--- src/rtl/sync_fifo.sv ---
module sync_fifo #(
	parameter int WIDTH = 8,
	parameter int DEPTH = 4
) (
	input  logic             clk,
	input  logic             rst_n,
	input  logic             wen_i,
	input  logic [WIDTH-1:0] din_i,
	output logic             full_n_o,
	input  logic             ren_i,
	output logic [WIDTH-1:0] dout_o,
	output logic             empty_n_o
);
	localparam int PTR_W = (DEPTH > 1) ? $clog2(DEPTH) : 1;
	localparam int CNT_W = $clog2(DEPTH + 1);

	logic [WIDTH-1:0] mem [DEPTH];  // storage ring
	logic [PTR_W-1:0] wptr;
	logic [PTR_W-1:0] rptr;
	logic [CNT_W-1:0] count;        // entries held
	logic             do_wr;
	logic             do_rd;

	assign full_n_o  = count != CNT_W'(DEPTH);
	assign empty_n_o = count != '0;
	assign dout_o    = mem[rptr];  // head word visible without a read
	assign do_wr     = wen_i & full_n_o;
	assign do_rd     = ren_i & empty_n_o;

	always_ff @(posedge clk)
	begin
		if (do_wr)
			mem[wptr] <= din_i;
	end

	always_ff @(posedge clk or negedge rst_n)
	begin
		if (!rst_n)
		begin
			wptr  <= '0;
			rptr  <= '0;
			count <= '0;
		end
		else
		begin
			if (do_wr)
				wptr <= (wptr == PTR_W'(DEPTH - 1)) ? '0 : wptr + 1'b1;  // wrap at depth
			if (do_rd)
				rptr <= (rptr == PTR_W'(DEPTH - 1)) ? '0 : rptr + 1'b1;
			if (do_wr != do_rd)
				count <= do_wr ? count + 1'b1 : count - 1'b1;
		end
	end

	// producers look at full_n before they write
	a_no_overflow: assert property (@(posedge clk) disable iff (!rst_n) wen_i |-> full_n_o)
		else $error("sync_fifo written while full");

endmodule

--- config.mk ---
export PLATFORM = sky130hd
export DESIGN_NAME = sync_fifo
export DESIGN_NICKNAME = d
export VERILOG_FILES = /design/src/rtl/sync_fifo.sv
export SDC_FILE = /design/constraint.sdc
export NUM_CORES = 1
export LEC_CHECK = 0
export ABC_AREA = 1
export BUFFER_PORTS_ARGS = -buffer_cell sky130_fd_sc_hd__buf_2
export CAP_MARGIN = 20
export CORE_ASPECT_RATIO = 1.75
export CORE_MARGIN = 3
export CORE_UTILIZATION = 37
export DETAILED_ROUTE_END_ITERATION = 7
export HOLD_SLACK_MARGIN = 0.03
export PLACE_DENSITY_LB_ADDON = 0.25
export SYNTH_ARGS = -nofsm -noshare
export SYNTH_HDL_FRONTEND = slang
export SYNTH_SLANG_ARGS = --single-unit
--- constraint.sdc ---
create_clock -name clk -period 2.3 [get_ports clk]
set_clock_uncertainty 0.05 [all_clocks]
set_input_delay 0.23 -clock clk [delete_from_list [all_inputs] [get_ports clk]]
set_output_delay 0.23 -clock clk [all_outputs]
set_load 0.05 [all_outputs]
* After elaboration in Yosys (flattened, before gate mapping)
Memory sizes are Yosys's and may differ from the RTL's.
Index checks and enable logic that the tools add are counted.
** Storage, ports and cells
- Memories kept :: 1
- Register bits after elaboration :: 7
- Output and inout port bits :: 10
- RAM bits :: 32
** Memories
- mem :: words 4, width 8, read ports 1, clocked after memory_dff 0, wr ports 1, line 17 : logic [WIDTH-1:0] mem [DEPTH];
** Operators by class
- Reductions and logical operators :: 1
- Muxes and demuxes :: 5
- Add/subtract/negate cells :: 4
- Equal/unequal tests :: 4
- Bitwise gates (word level) :: 2
** Operators by type and width (number)
- $add A2 B1 Y2 const B :: 2
- $eq A2 B2 Y1 const B :: 2
- $mux W2 :: 2
- $add A3 B1 Y3 const B :: 1
- $mux W3 :: 1
- $ne A3 B3 Y1 const B :: 1
- $reduce_bool A3 Y1 :: 1
- $sub A3 B1 Y3 const B :: 1
- $and A1 B1 Y1 :: 2
- $mux W1 :: 2
- $ne A1 B1 Y1 :: 1

* Longest topological paths before layout
Gate-level depths: netlist of the first run.
- Word-level depth :: 4
- Mapped depth :: 9
- Mapped depth without buffers :: 9

* Worst setup path before layout of the first run
Ideal clock, no wire load.
- Kind :: register to output
- From :: reg rptr[0]
- To :: out dout_o[6]
- Path slack :: 0.394 ns
- Data required time :: 2.020 ns
- Arrival :: 1.626 ns
- Cell stages (with the launch flop) :: 6
- Cells stage by stage :: dfrtp_1 > buf_6 > inv_1 > buf_4 > o21ai_0 > o22ai_1
** Between the ends
- Longest elaborated chain between the ends :: 1
** RTL lines
- start, declared :: line 19 : logic [PTR_W-1:0] rptr;
- start signal, assigned :: line 49 : rptr <= (rptr == PTR_W'(DEPTH - 1)) ? '0 : rptr + 1'b1;
- $mem_v2 Z4 W8
- end, declared :: line 11 : output logic [WIDTH-1:0] dout_o,
No other way between the ends.

* Final worst setup path of the first run
- From :: reg rptr[0]
- To :: out dout_o[5]
The elaborated chain is that of the path after synthesis.

==> impl_results.md, run 1 <==
- Worst Tran Pin Value: 0.4454 ns
- # diodes: 0
- DRC Markers: 0
- P_sw: 1299 uW
- Area Growth Syn to Fin: 19.41%
- Reg area: 0.001136 mm^2
- Final Hold Fails: 0
- Clock Path Buffers: 2
- Status: complete, no violations
- Reg power frac: 0.358
- Final setup viols: 0
- Critical path arrival: 1.61 ns
- Synth Area in Simple Gates: 0.1449
- Average wire per cell in the routed design: 13.58 um
- Avg Inst Size Synth: 12.33 um^2
- Clock Sinks: 39
- Crit path kind: reg -> out
- Final wirelength: 3.056 mm
- Internal: 1647 uW
- Remaining antenna violation count: 0
- Post-synthesis cell count: 138
- Clock-pin transition on the worst setup and hold timing paths: 0.07 ns
- F_max: 0.5288 GHz
- PostCTS Resize Cnt: 0
- 1st-iter DRT viols: 21
- Core Rows: 32
- Setup TNS: 0 ns
- Filler cell count: 419
- Seq cells post-synth: 39
- Cell Area, Synth: 0.001702 mm^2
- Area share of xor/xnor cells in the synthesized design: 0
- Seq/Total Area, Yosys: 0.6676
- I/O Pins: 22
- Combinational share of power: 0.461
- Synth Net Count: 156
- Clock power share: 0.181
- Die area: 0.005481 mm^2
- Placed cells: 216
- Final worst slack: 0.4090 ns
- Final #Nets: 191
- Post-layout min period: 1.891 ns
- Tightest Hold Check Type: in -> reg
- Setup crit end kind: primary output
- Post-CTS Hold Fix Bufs: 1
- PD cells: 1449 mW/mm^2
- Layout cells sized above 1: 0.2759
- Largest net degree at the start of global routing: 19
- CTS root buf: clkbuf_8
- Core area: 0.004404 mm^2
- Synth unique cells: 20
- Adder-Cell Fraction of Synth Area: 0.04853
- Multiplexer area fraction after synthesis: 0
- Non-Filler Instances: 225
- CTS tree: done
- Hold Slack: 0.1088 ns
- Final GP Congestion: 0.8056
- CP Max Fanout: 17
- Warnings, synthesis: 0
- Pwr Total: 2945 uW
- Via-to-Cell Ratio: 4.849
- Max-slew violation count: 0
- Final HPWL DP: 2.432 mm
- Die width: 57.27 um
- Total CTS buffers: 5
- Compound-Gate Fraction of Synth Area: 0.09265
- Grt total ovfl: 0
- Sw frac: 0.4409
- Htree depth: 2
- Vias: 1091
- Dpl ws: 0.7236 ns
- Startpoint Class: flip-flop
- Final Cycle Share: 0.8222
- Largest family of logic cells by synthesized area: simple AND/OR/NAND/NOR gates
- First-pass GRT wire length: 5.188 mm
- Port bufs: 21
- Max-cap violations: 0
- Leak Pwr: 0.0008415 uW
- Setup Buffers After CTS: 0
- Pre-antenna DRT Iters: 4
- Slew HR: 0.7027
- Overall routing resource usage: 0.1258
- Vias in the first global route: 1092
- Initial Util: 0.3864
- Area of the multi-input gates: 486.7 um^2
- Data required, critical path: 2.02 ns
- Initial antenna violation count: 0
- Worst skew pair latency: 0.28 ns
- Max VDD drop: 0.8020 mV
- Die Height: 95.71 um
- RSZ-0062 raised after global routing: no
- Setup slack, reg-to-reg: 0.75 ns
per-stage QoR:
step | instance area [um^2] | util
floorplan | 1702 | -
global placement | 1914 | 0.4347
detailed placement | 1914 | 0.4347
CTS | 2032 | 0.4614
global route | 2032 | 0.4614
finish | 2032 | 0.4614
worst max-delay path, cell delays in order (launching register included):
cell and delay, ns:
dfrtp_1 0.38, inv_1 0.34, o21ai_0 0.13, o22ai_1 0.18, buf_2 0.30
cell usage after synthesis:
cell type   n  share of area
o21ai_0    20          0.059
nand2_4     5          0.033
dfrtp_1     7           0.10
edfxtp_1   32           0.56
nor2_4      1         0.0066
nand2_2     1         0.0037
ha_1        5          0.037
o22ai_1     8          0.029
o21bai_1    1         0.0044
nand2_8     1          0.012
inv_2       2         0.0044
nand3_1     5          0.015
nand2_1    13          0.029
buf_6       1         0.0066
fa_1        1          0.012
buf_4       1         0.0044
inv_1      11          0.024
nor2_1     21          0.046
buf_2       1         0.0029
inv_4       1         0.0037
cell usage in the layout (no fill, tap or decap), drive strengths merged, types with 7 or more instances in the layout:
cell	n
o22ai	8
inv	14
edfxtp	32
dfrtp	7
nor2	22
nand2	20
buf	30
o21ai	20
routing by layer:
metal / part of all wire / GRT usage / routed length, um
met5: 0 / 0 / 0
met4: 0.016 / 0.04642 / 48
met3: 0.039 / 0.03087 / 120
met2: 0.58 / 0.2385 / 1763
met1: 0.37 / 0.1309 / 1125
state kept, by name, summed over array words and instances (netlist names):
register  count
mem          32
count         3
rptr          2
wptr          2
final cells by class:
class | instances | share of cell area
Sequential cell | 39 | 0.5591
Clock buffer | 5 | 0.03387
Timing Repair Buffer | 31 | 0.08990
Tap cell | 51 | 0.03140
Inverter | 14 | 0.02709
Multi-Input combinational cell | 82 | 0.2395
Clock inverter | 3 | 0.01909
power groups by stage:
stage                     Combinational [uW]  Clock, uW  Sequential, uW
after global routing                    1510        588            1070
after detailed placement                1370          0            1070
after CTS                               1380        550            1050
after global placement                  1350          0            1060
final                                   1360        534            1050
after floorplan                         1050          0            1040
kinds of logic after synthesis:
| logic type | after synthesis |
|---|---|
| simple gates | 47 |
| flops | 39 |
| compound gates | 29 |
| buf+inv | 17 |
| fa+ha+maj | 6 |
worst paths after layout:
kind / startpoint / end / depth (start not counted)
min in group asynchronous: rst_n / rptr[0] / 2
worst max-delay path: rptr[0] / dout_o[5] / 4
max in group asynchronous: rst_n / wptr[0] / 2
worst max register to register: count[0] / count[2] / 9
worst min-delay path: din_i[5] / mem[2][5] / 1
worst min register to register: count[1] / count[1] / 2
No activity file was read; power rests on OpenSTA's default activity.
==> inputs of run 2 (changes only) <==
- ABC_AREA: 1 -> 0
- clock period: 2.3 -> 1.6 ns (I/O delays scaled with it)
==> run 2 against run 1 <==
Compared with the run above:
- first-iteration DRC count rose by 24%
- critical path type unchanged
- synthesized area barely moved
- largest power group unchanged
- worst hold slack got worse by 0.066 ns
- synthesized cell count fell by 30%
- the flow now finishes with violations (negative setup slack)
- non-clock buffer count rose by 16
- highest routed layer unchanged
- sequential power rose by 48%
- cell area rose by 12%
- die area barely moved
==> impl_results.md, run 2 <==
- CTS root buf: clkbuf_8
- Area of the multi-input gates: 568.0 um^2
- Vias in the first global route: 1176
- Seq cells post-synth: 39
- Worst r2r src: count[2]
- Average wire per cell in the routed design: 16.05 um
- Final GP Congestion: 0.6599
- Failing checks: negative setup slack
- Max VDD drop: 1.250 mV
- Post-layout min period: 1.718 ns
- Die width: 57.28 um
- Total CTS buffers: 5
- Tightest Hold Check Type: in -> reg
- F_max: 0.5822 GHz
- Status: finished with violations
- Final #Nets: 163
- Largest net degree at the start of global routing: 14
- Setup crit end kind: primary output
- Area leader, netlist: edfxtp_1
- Clock Sinks: 39
- Synth unique cells: 32
- Initial antenna violation count: 0
- Port bufs: 21
- Overall routing resource usage: 0.1335
- Max-slew violation count: 0
- Final setup viols: 11
- Most common cell in the netlist: edfxtp_1
- Commonest cells after routing, fill and taps aside: edfxtp_1 (32), buf_4 (21), buf_2 (12), buf_6 (10), mux4_2 (8)
- Slew HR: 0.7072
- Post-synthesis cell count: 96
- Warnings, synthesis: 0
- Placed cells: 181
- Non-Filler Instances: 197
- Hold_sp: din_i[6]
- Post-synth ARST share: 0.1795
- Max-cap violations: 0
- Crit path kind: reg -> out
- Htree depth: 2
- Clock Path Buffers: 2
- Crit path from: rptr[0]
- Most used DFF post-synth: edfxtp_1
- Largest regs: mem x32, count x3
- Leak Pwr: 0.0008869 uW
- Pre-antenna DRT Iters: 4
- Final worst slack: -0.1176 ns
- Data required, critical path: 1.39 ns
- Largest register by flop count: mem
- Core Util, Final: 0.5130
- Cell Area, Synth: 0.001703 mm^2
- I/O Pins: 22
- Via-to-Cell Ratio: 5.061
- RSZ-0062 raised after global routing: yes
- Die Height: 95.75 um
- Final HPWL DP: 2.437 mm
- Top cells by area, synth: edfxtp_1 (56%), mux4_2 (11%), dfrtp_1 (10%)
- Critical path arrival: 1.51 ns
- Final Hold Fails: 0
- Final Cycle Share: 1.073
- CTS tree: done
- Initial Util: 0.3832
- Grt total ovfl: 0
- Worst skew pair latency: 0.28 ns
- Worst Tran Pin Value: 0.4393 ns
- Reg area: 0.001139 mm^2
- # diodes: 0
- Clock-pin transition on the worst setup and hold timing paths: 0.07 ns
- CP Max Fanout: 8
- Remaining antenna violation count: 0
- Layout cells sized above 1: 0.5137
- Filler cell count: 365
- 1st-iter DRT viols: 26
- Area Growth Syn to Fin: 33.87%
- Startpoint Class: flip-flop
- Number of synthesized flops with an enable pin: 32
- Max reg flops: 32
- PD cells: 2076 mW/mm^2
- Area share of the largest cell type after synthesis: 0.5643
- Crit path largest cell delay: 0.51 ns
- Pwr Total: 4733 uW
- Synth Net Count: 114
- Vias: 997
- Avg Inst Size Synth: 17.74 um^2
- Seq/Total Area, Yosys: 0.6672
- First-pass GRT wire length: 5.340 mm
- Final wirelength: 3.162 mm
- Core Rows: 32
- Synth top cells by count: edfxtp_1 (32), mux4_2 (8), dfrtp_1 (7)
- Die area: 0.005484 mm^2
- Commonest non-fill, non-tap cell in the layout: edfxtp_1
- Max stage delay cell, worst path: mux4_2
- Critical Path, Cell by Cell: buf_12 > mux4_2 > buf_6
- DRC Markers: 0
- Core area: 0.004444 mm^2
run 2: cell count changes in the layout (fill, tap and decap cells not counted), sizes merged, moves of 2 or more:
cell,before,now
inv,14,3
nand2,20,3
and2,0,4
mux2,0,4
mux4,0,8
o21ai,20,4
nand3,5,2
a211oi,0,2
o22ai,8,0
nor2,22,3
buf,30,45
run 2: layer usage:
metal  wire length (um)  track usage
met5                  0            0
met4                104      0.07157
met3                130      0.03758
met2               1928       0.2653
met1               1000       0.1144
run 2: cells by family (layout without fill, tap and decap cells):
logic type                 Yosys count  after routing  share of synthesized area
buffers and inverters                8             58                    0.02424
adders and majority gates            6              6                    0.04849
xor gates and xnor gates             1              1                   0.005144
muxes                               12             12                     0.1367
and+or+nand+nor                     18             18                    0.06760
DFF                                 39             39                     0.6672
AOI/OAI and AO/OA                   12             12                    0.05070
run 2: repair_timing:
action | in CTS | in global routing
resized for setup | 22 | 4
endpoints found under the setup margin | 11 | 11
endpoints found under the hold margin | 11 | 0
pin swaps | 2 | 3
hold buffers | 2 | 0
buffers inserted | 2 | 4
cloned | 0 | 0
run 2: per-stage QoR:
step                instance area [um^2]  hold slack, ns  setup WS [ns]  TNS (ns)
floorplan                           1728         -0.1856       -0.08492  -0.08492
CTS                                 2230         0.03474        -0.1356    -1.180
global placement                    2014        -0.04722        0.03919         0
detailed placement                  2014        -0.03800       -0.09217   -0.1123
global route                        2280         0.03719        -0.1757    -1.640
finish                              2280         0.04322        -0.1176    -1.015
run 2: path summary, 6_finish.rpt:
path	cells after the start	end	slack [ns]
worst max-delay path	3	dout_o[3]	-0.12
worst min-delay path	1	mem[2][6]	0.04
worst max register to register	6	count[2]	-0.08
worst min register to register	1	wptr[1]	0.53
max in group asynchronous	2	count[1]	1.13
min in group asynchronous	2	wptr[1]	0.19
run 2: report_power, final:
| group | total [uW] | leakage (uW) | internal [uW] | switching [uW] |
|---|---|---|---|---|
| Sequential | 1550 | 0.000373 | 1380 | 171 |
| Clock | 786 | 0.0000581 | 464 | 322 |
| Combinational | 2400 | 0.000456 | 1140 | 1260 |
| Total | 4730 | 0.000887 | 2980 | 1750 |
run 2: worst max-delay path: cells and delay by family, from the launching register on:
family,cells,cell delay [ns]
buffers and inverters,2,0.32
DFF,1,0.39
muxes,1,0.51
run 2: cell type report:
class | count | area share
well taps | 51 | 0.02799
flip-flops and latches | 39 | 0.4994
clock buffers | 5 | 0.03019
multi-input cells | 49 | 0.2492
repair buffers | 47 | 0.1690
clock inverters | 3 | 0.01921
inverters | 3 | 0.004940
==> inputs of run 3 (changes only) <==
- GPL_TIMING_DRIVEN: unset -> 0
==> run 3 against run 2 <==
Compared with the run above:
- the run still ends with negative setup slack left
- via count is 4.4% lower
- clock power is 1% lower
- first-iteration DRC count is 35% lower
- worst hold slack worse by 0.0056 ns
- worst setup slack worse by 0.016 ns
- wire length is 2.7% lower
- global-route usage is 0.62 points lower
- fmax is 0.95% lower
- core utilization is 1.7 points lower
==> impl_results.md, run 3 (same netlist as run 2, synthesis figures left out) <==
- Status: finished with violations
- Failing checks: negative setup slack
- 1st-iter DRT viols: 17
- Crit-path leading delay family: multiplexers
- Setup slack, reg-to-reg: -0.02 ns
- Initial antenna violation count: 0
- Total CTS buffers: 5
- Final #Nets: 154
- Worst reg2reg path depth: 7
- Max VDD drop: 1.262 mV
- # diodes: 0
- Final HPWL DP: 2.104 mm
- Max reg flops: 32
- Max-cap violations: 0
- Core Util, Final: 0.4961
- Largest register by flop count: mem
- Die width: 57.28 um
- Core Rows: 32
- Worst r2r src: count[0]
- Critical path arrival: 1.52 ns
- F_max: 0.5767 GHz
- Critical path buffer and inverter count: 2
- Design area: 0.002205 mm^2
- Data required, critical path: 1.39 ns
- Clock Sinks: 39
- Final wirelength: 3.076 mm
- Via-to-Cell Ratio: 5.069
- Worst Tran Pin Value: 0.2820 ns
- Critical Path, Cell by Cell: buf_8 > mux4_2 > buf_6
- FF-to-FF End: count[2]
- First-pass GRT wire length: 5.085 mm
- Die Height: 95.75 um
- Area after DPL: 0.001892 mm^2
- Area Growth Syn to Fin: 29.46%
- Final worst slack: -0.1340 ns
- PD cells: 2102 mW/mm^2
- CTS root buf: clkbuf_8
- Post-layout min period: 1.734 ns
- CTS tree: done
- CP Max Fanout: 5
- Sw frac: 0.3726
- Average wire per cell in the routed design: 16.36 um
- Commonest non-fill, non-tap cell in the layout: edfxtp_1
- Internal: 2907 uW
- Vias in the first global route: 1051
- Die area: 0.005484 mm^2
- Vias: 953
- Startpoint Class: flip-flop
- Overall routing resource usage: 0.1273
- Setup crit end kind: primary output
- Hold_sp: din_i[3]
- Combinational share of power: 0.503
- Slew HR: 0.8106
- P_sw: 1726 uW
- Final GP Congestion: 0.6493
- Max stage delay cell, worst path: mux4_2
- Clock Path Buffers: 2
- Pre-antenna DRT Iters: 4
- DRC Markers: 0
- Port bufs: 20
- Commonest cells after routing, fill and taps aside: edfxtp_1 (32), buf_2 (14), buf_6 (9), buf_4 (9), mux4_2 (8)
- I/O Pins: 22
- Clock power share: 0.167
- Max-slew violation count: 0
- Worst skew pair latency: 0.28 ns
- Crit path kind: reg -> out
- RSZ-0062 raised after global routing: yes
- Initial Util: 0.3832
- Layout cells sized above 1: 0.5036
- Tightest Hold Check Type: in -> reg
- Grt total ovfl: 0
- Core area: 0.004444 mm^2
- Final setup viols: 10
- Final Hold Fails: 0
- Remaining antenna violation count: 0
- Largest regs: mem x32, count x3
- Worst path depth: 3
- Largest net degree at the start of global routing: 13
- Placed cells: 167
- Reg power frac: 0.330
- Hold Path Cell Cnt: 1
- Hold EP: mem[3][3]
- Non-Filler Instances: 188
- Leak Pwr: 0.0008296 uW
- Final Cycle Share: 1.084
- Crit path largest cell delay: 0.51 ns
- Dpl ws: -0.2215 ns
- Clock-pin transition on the worst setup and hold timing paths: 0.07 ns
- Htree depth: 2
## run 3: cell types whose count changed in the layout (fill, tap and decap cells not counted), sizes merged
| cell | change |
|---|---|
| buf | -11 |
| dlygate4sd3 | +1 |
| clkbuf | +1 |
## run 3: worst reg2reg max path, cell delays in order (launching register included)
cell,delay (ns)
dfrtp_2,0.41
nor2_4,0.06
a21boi_4,0.15
inv_2,0.05
fa_2,0.37
nor3b_2,0.20
a311oi_1,0.08
a211oi_1,0.17
## run 3: routing by layer
metal / vias to the layer above / GRT usage / wire [um]
met1: 471 / 0.1294 / 1126
met2: 26 / 0.2376 / 1745
met3: 5 / 0.02953 / 137
met5: - / 0 / 0
li1: 451 / - / -
met4: 0 / 0.06383 / 67
## run 3: repair_timing
| action | CTS | global route |
|---|---|---|
| pin swaps | 6 | 2 |
| gates resized for setup | 26 | 6 |
| hold buffers | 1 | 2 |
| endpoints found under the hold margin | 7 | 8 |
| gates cloned | 0 | 1 |
| setup endpoints to repair | 43 | 27 |
| buffers inserted | 10 | 0 |
## run 3: power groups by stage
stage | registers, uW | logic, uW | clock network, uW
6_report | 1530 | 2330 | 775
5_1_grt | 1560 | 2510 | 849
4_1_cts | 1500 | 2300 | 801
3_5_place_dp | 1570 | 1800 | 0
3_3_place_gp | 1540 | 1740 | 0
2_1_floorplan | 1520 | 1460 | 0
## run 3: final cells by class
| type | instances | area, um^2 |
|---|---|---|
| buffer | 4 | 30.03 |
| clock buffer | 5 | 68.82 |
| sequential | 39 | 1141 |
| inverter | 3 | 11.26 |
| tap | 51 | 63.81 |
| multi-input combinational | 49 | 556.8 |
| timing repair buffer | 34 | 294.0 |
| clock inverter | 3 | 38.79 |
| fill | 362 | 2240 |
## run 3: per-stage QoR
step                       TNS, ns  total power, uW  hold WS (ns)
after floorplan           -0.08492             2979       -0.1856
after global placement     -0.3417             3277      -0.04767
after detailed placement   -0.9748             3368      -0.04275
after CTS                   -1.369             4604       0.03164
after global routing        -1.776             4917       0.03738
final                       -1.116             4633       0.03761
## run 3: worst max path at each step
stage,to,startpoint
after CTS,dout_o[5],rptr[0]
after floorplan,count[2],count[2]
after detailed placement,count[2],count[1]
after global routing,dout_o[1],rptr[0]
after global placement,count[2],count[0]
final,dout_o[6],rptr[0]
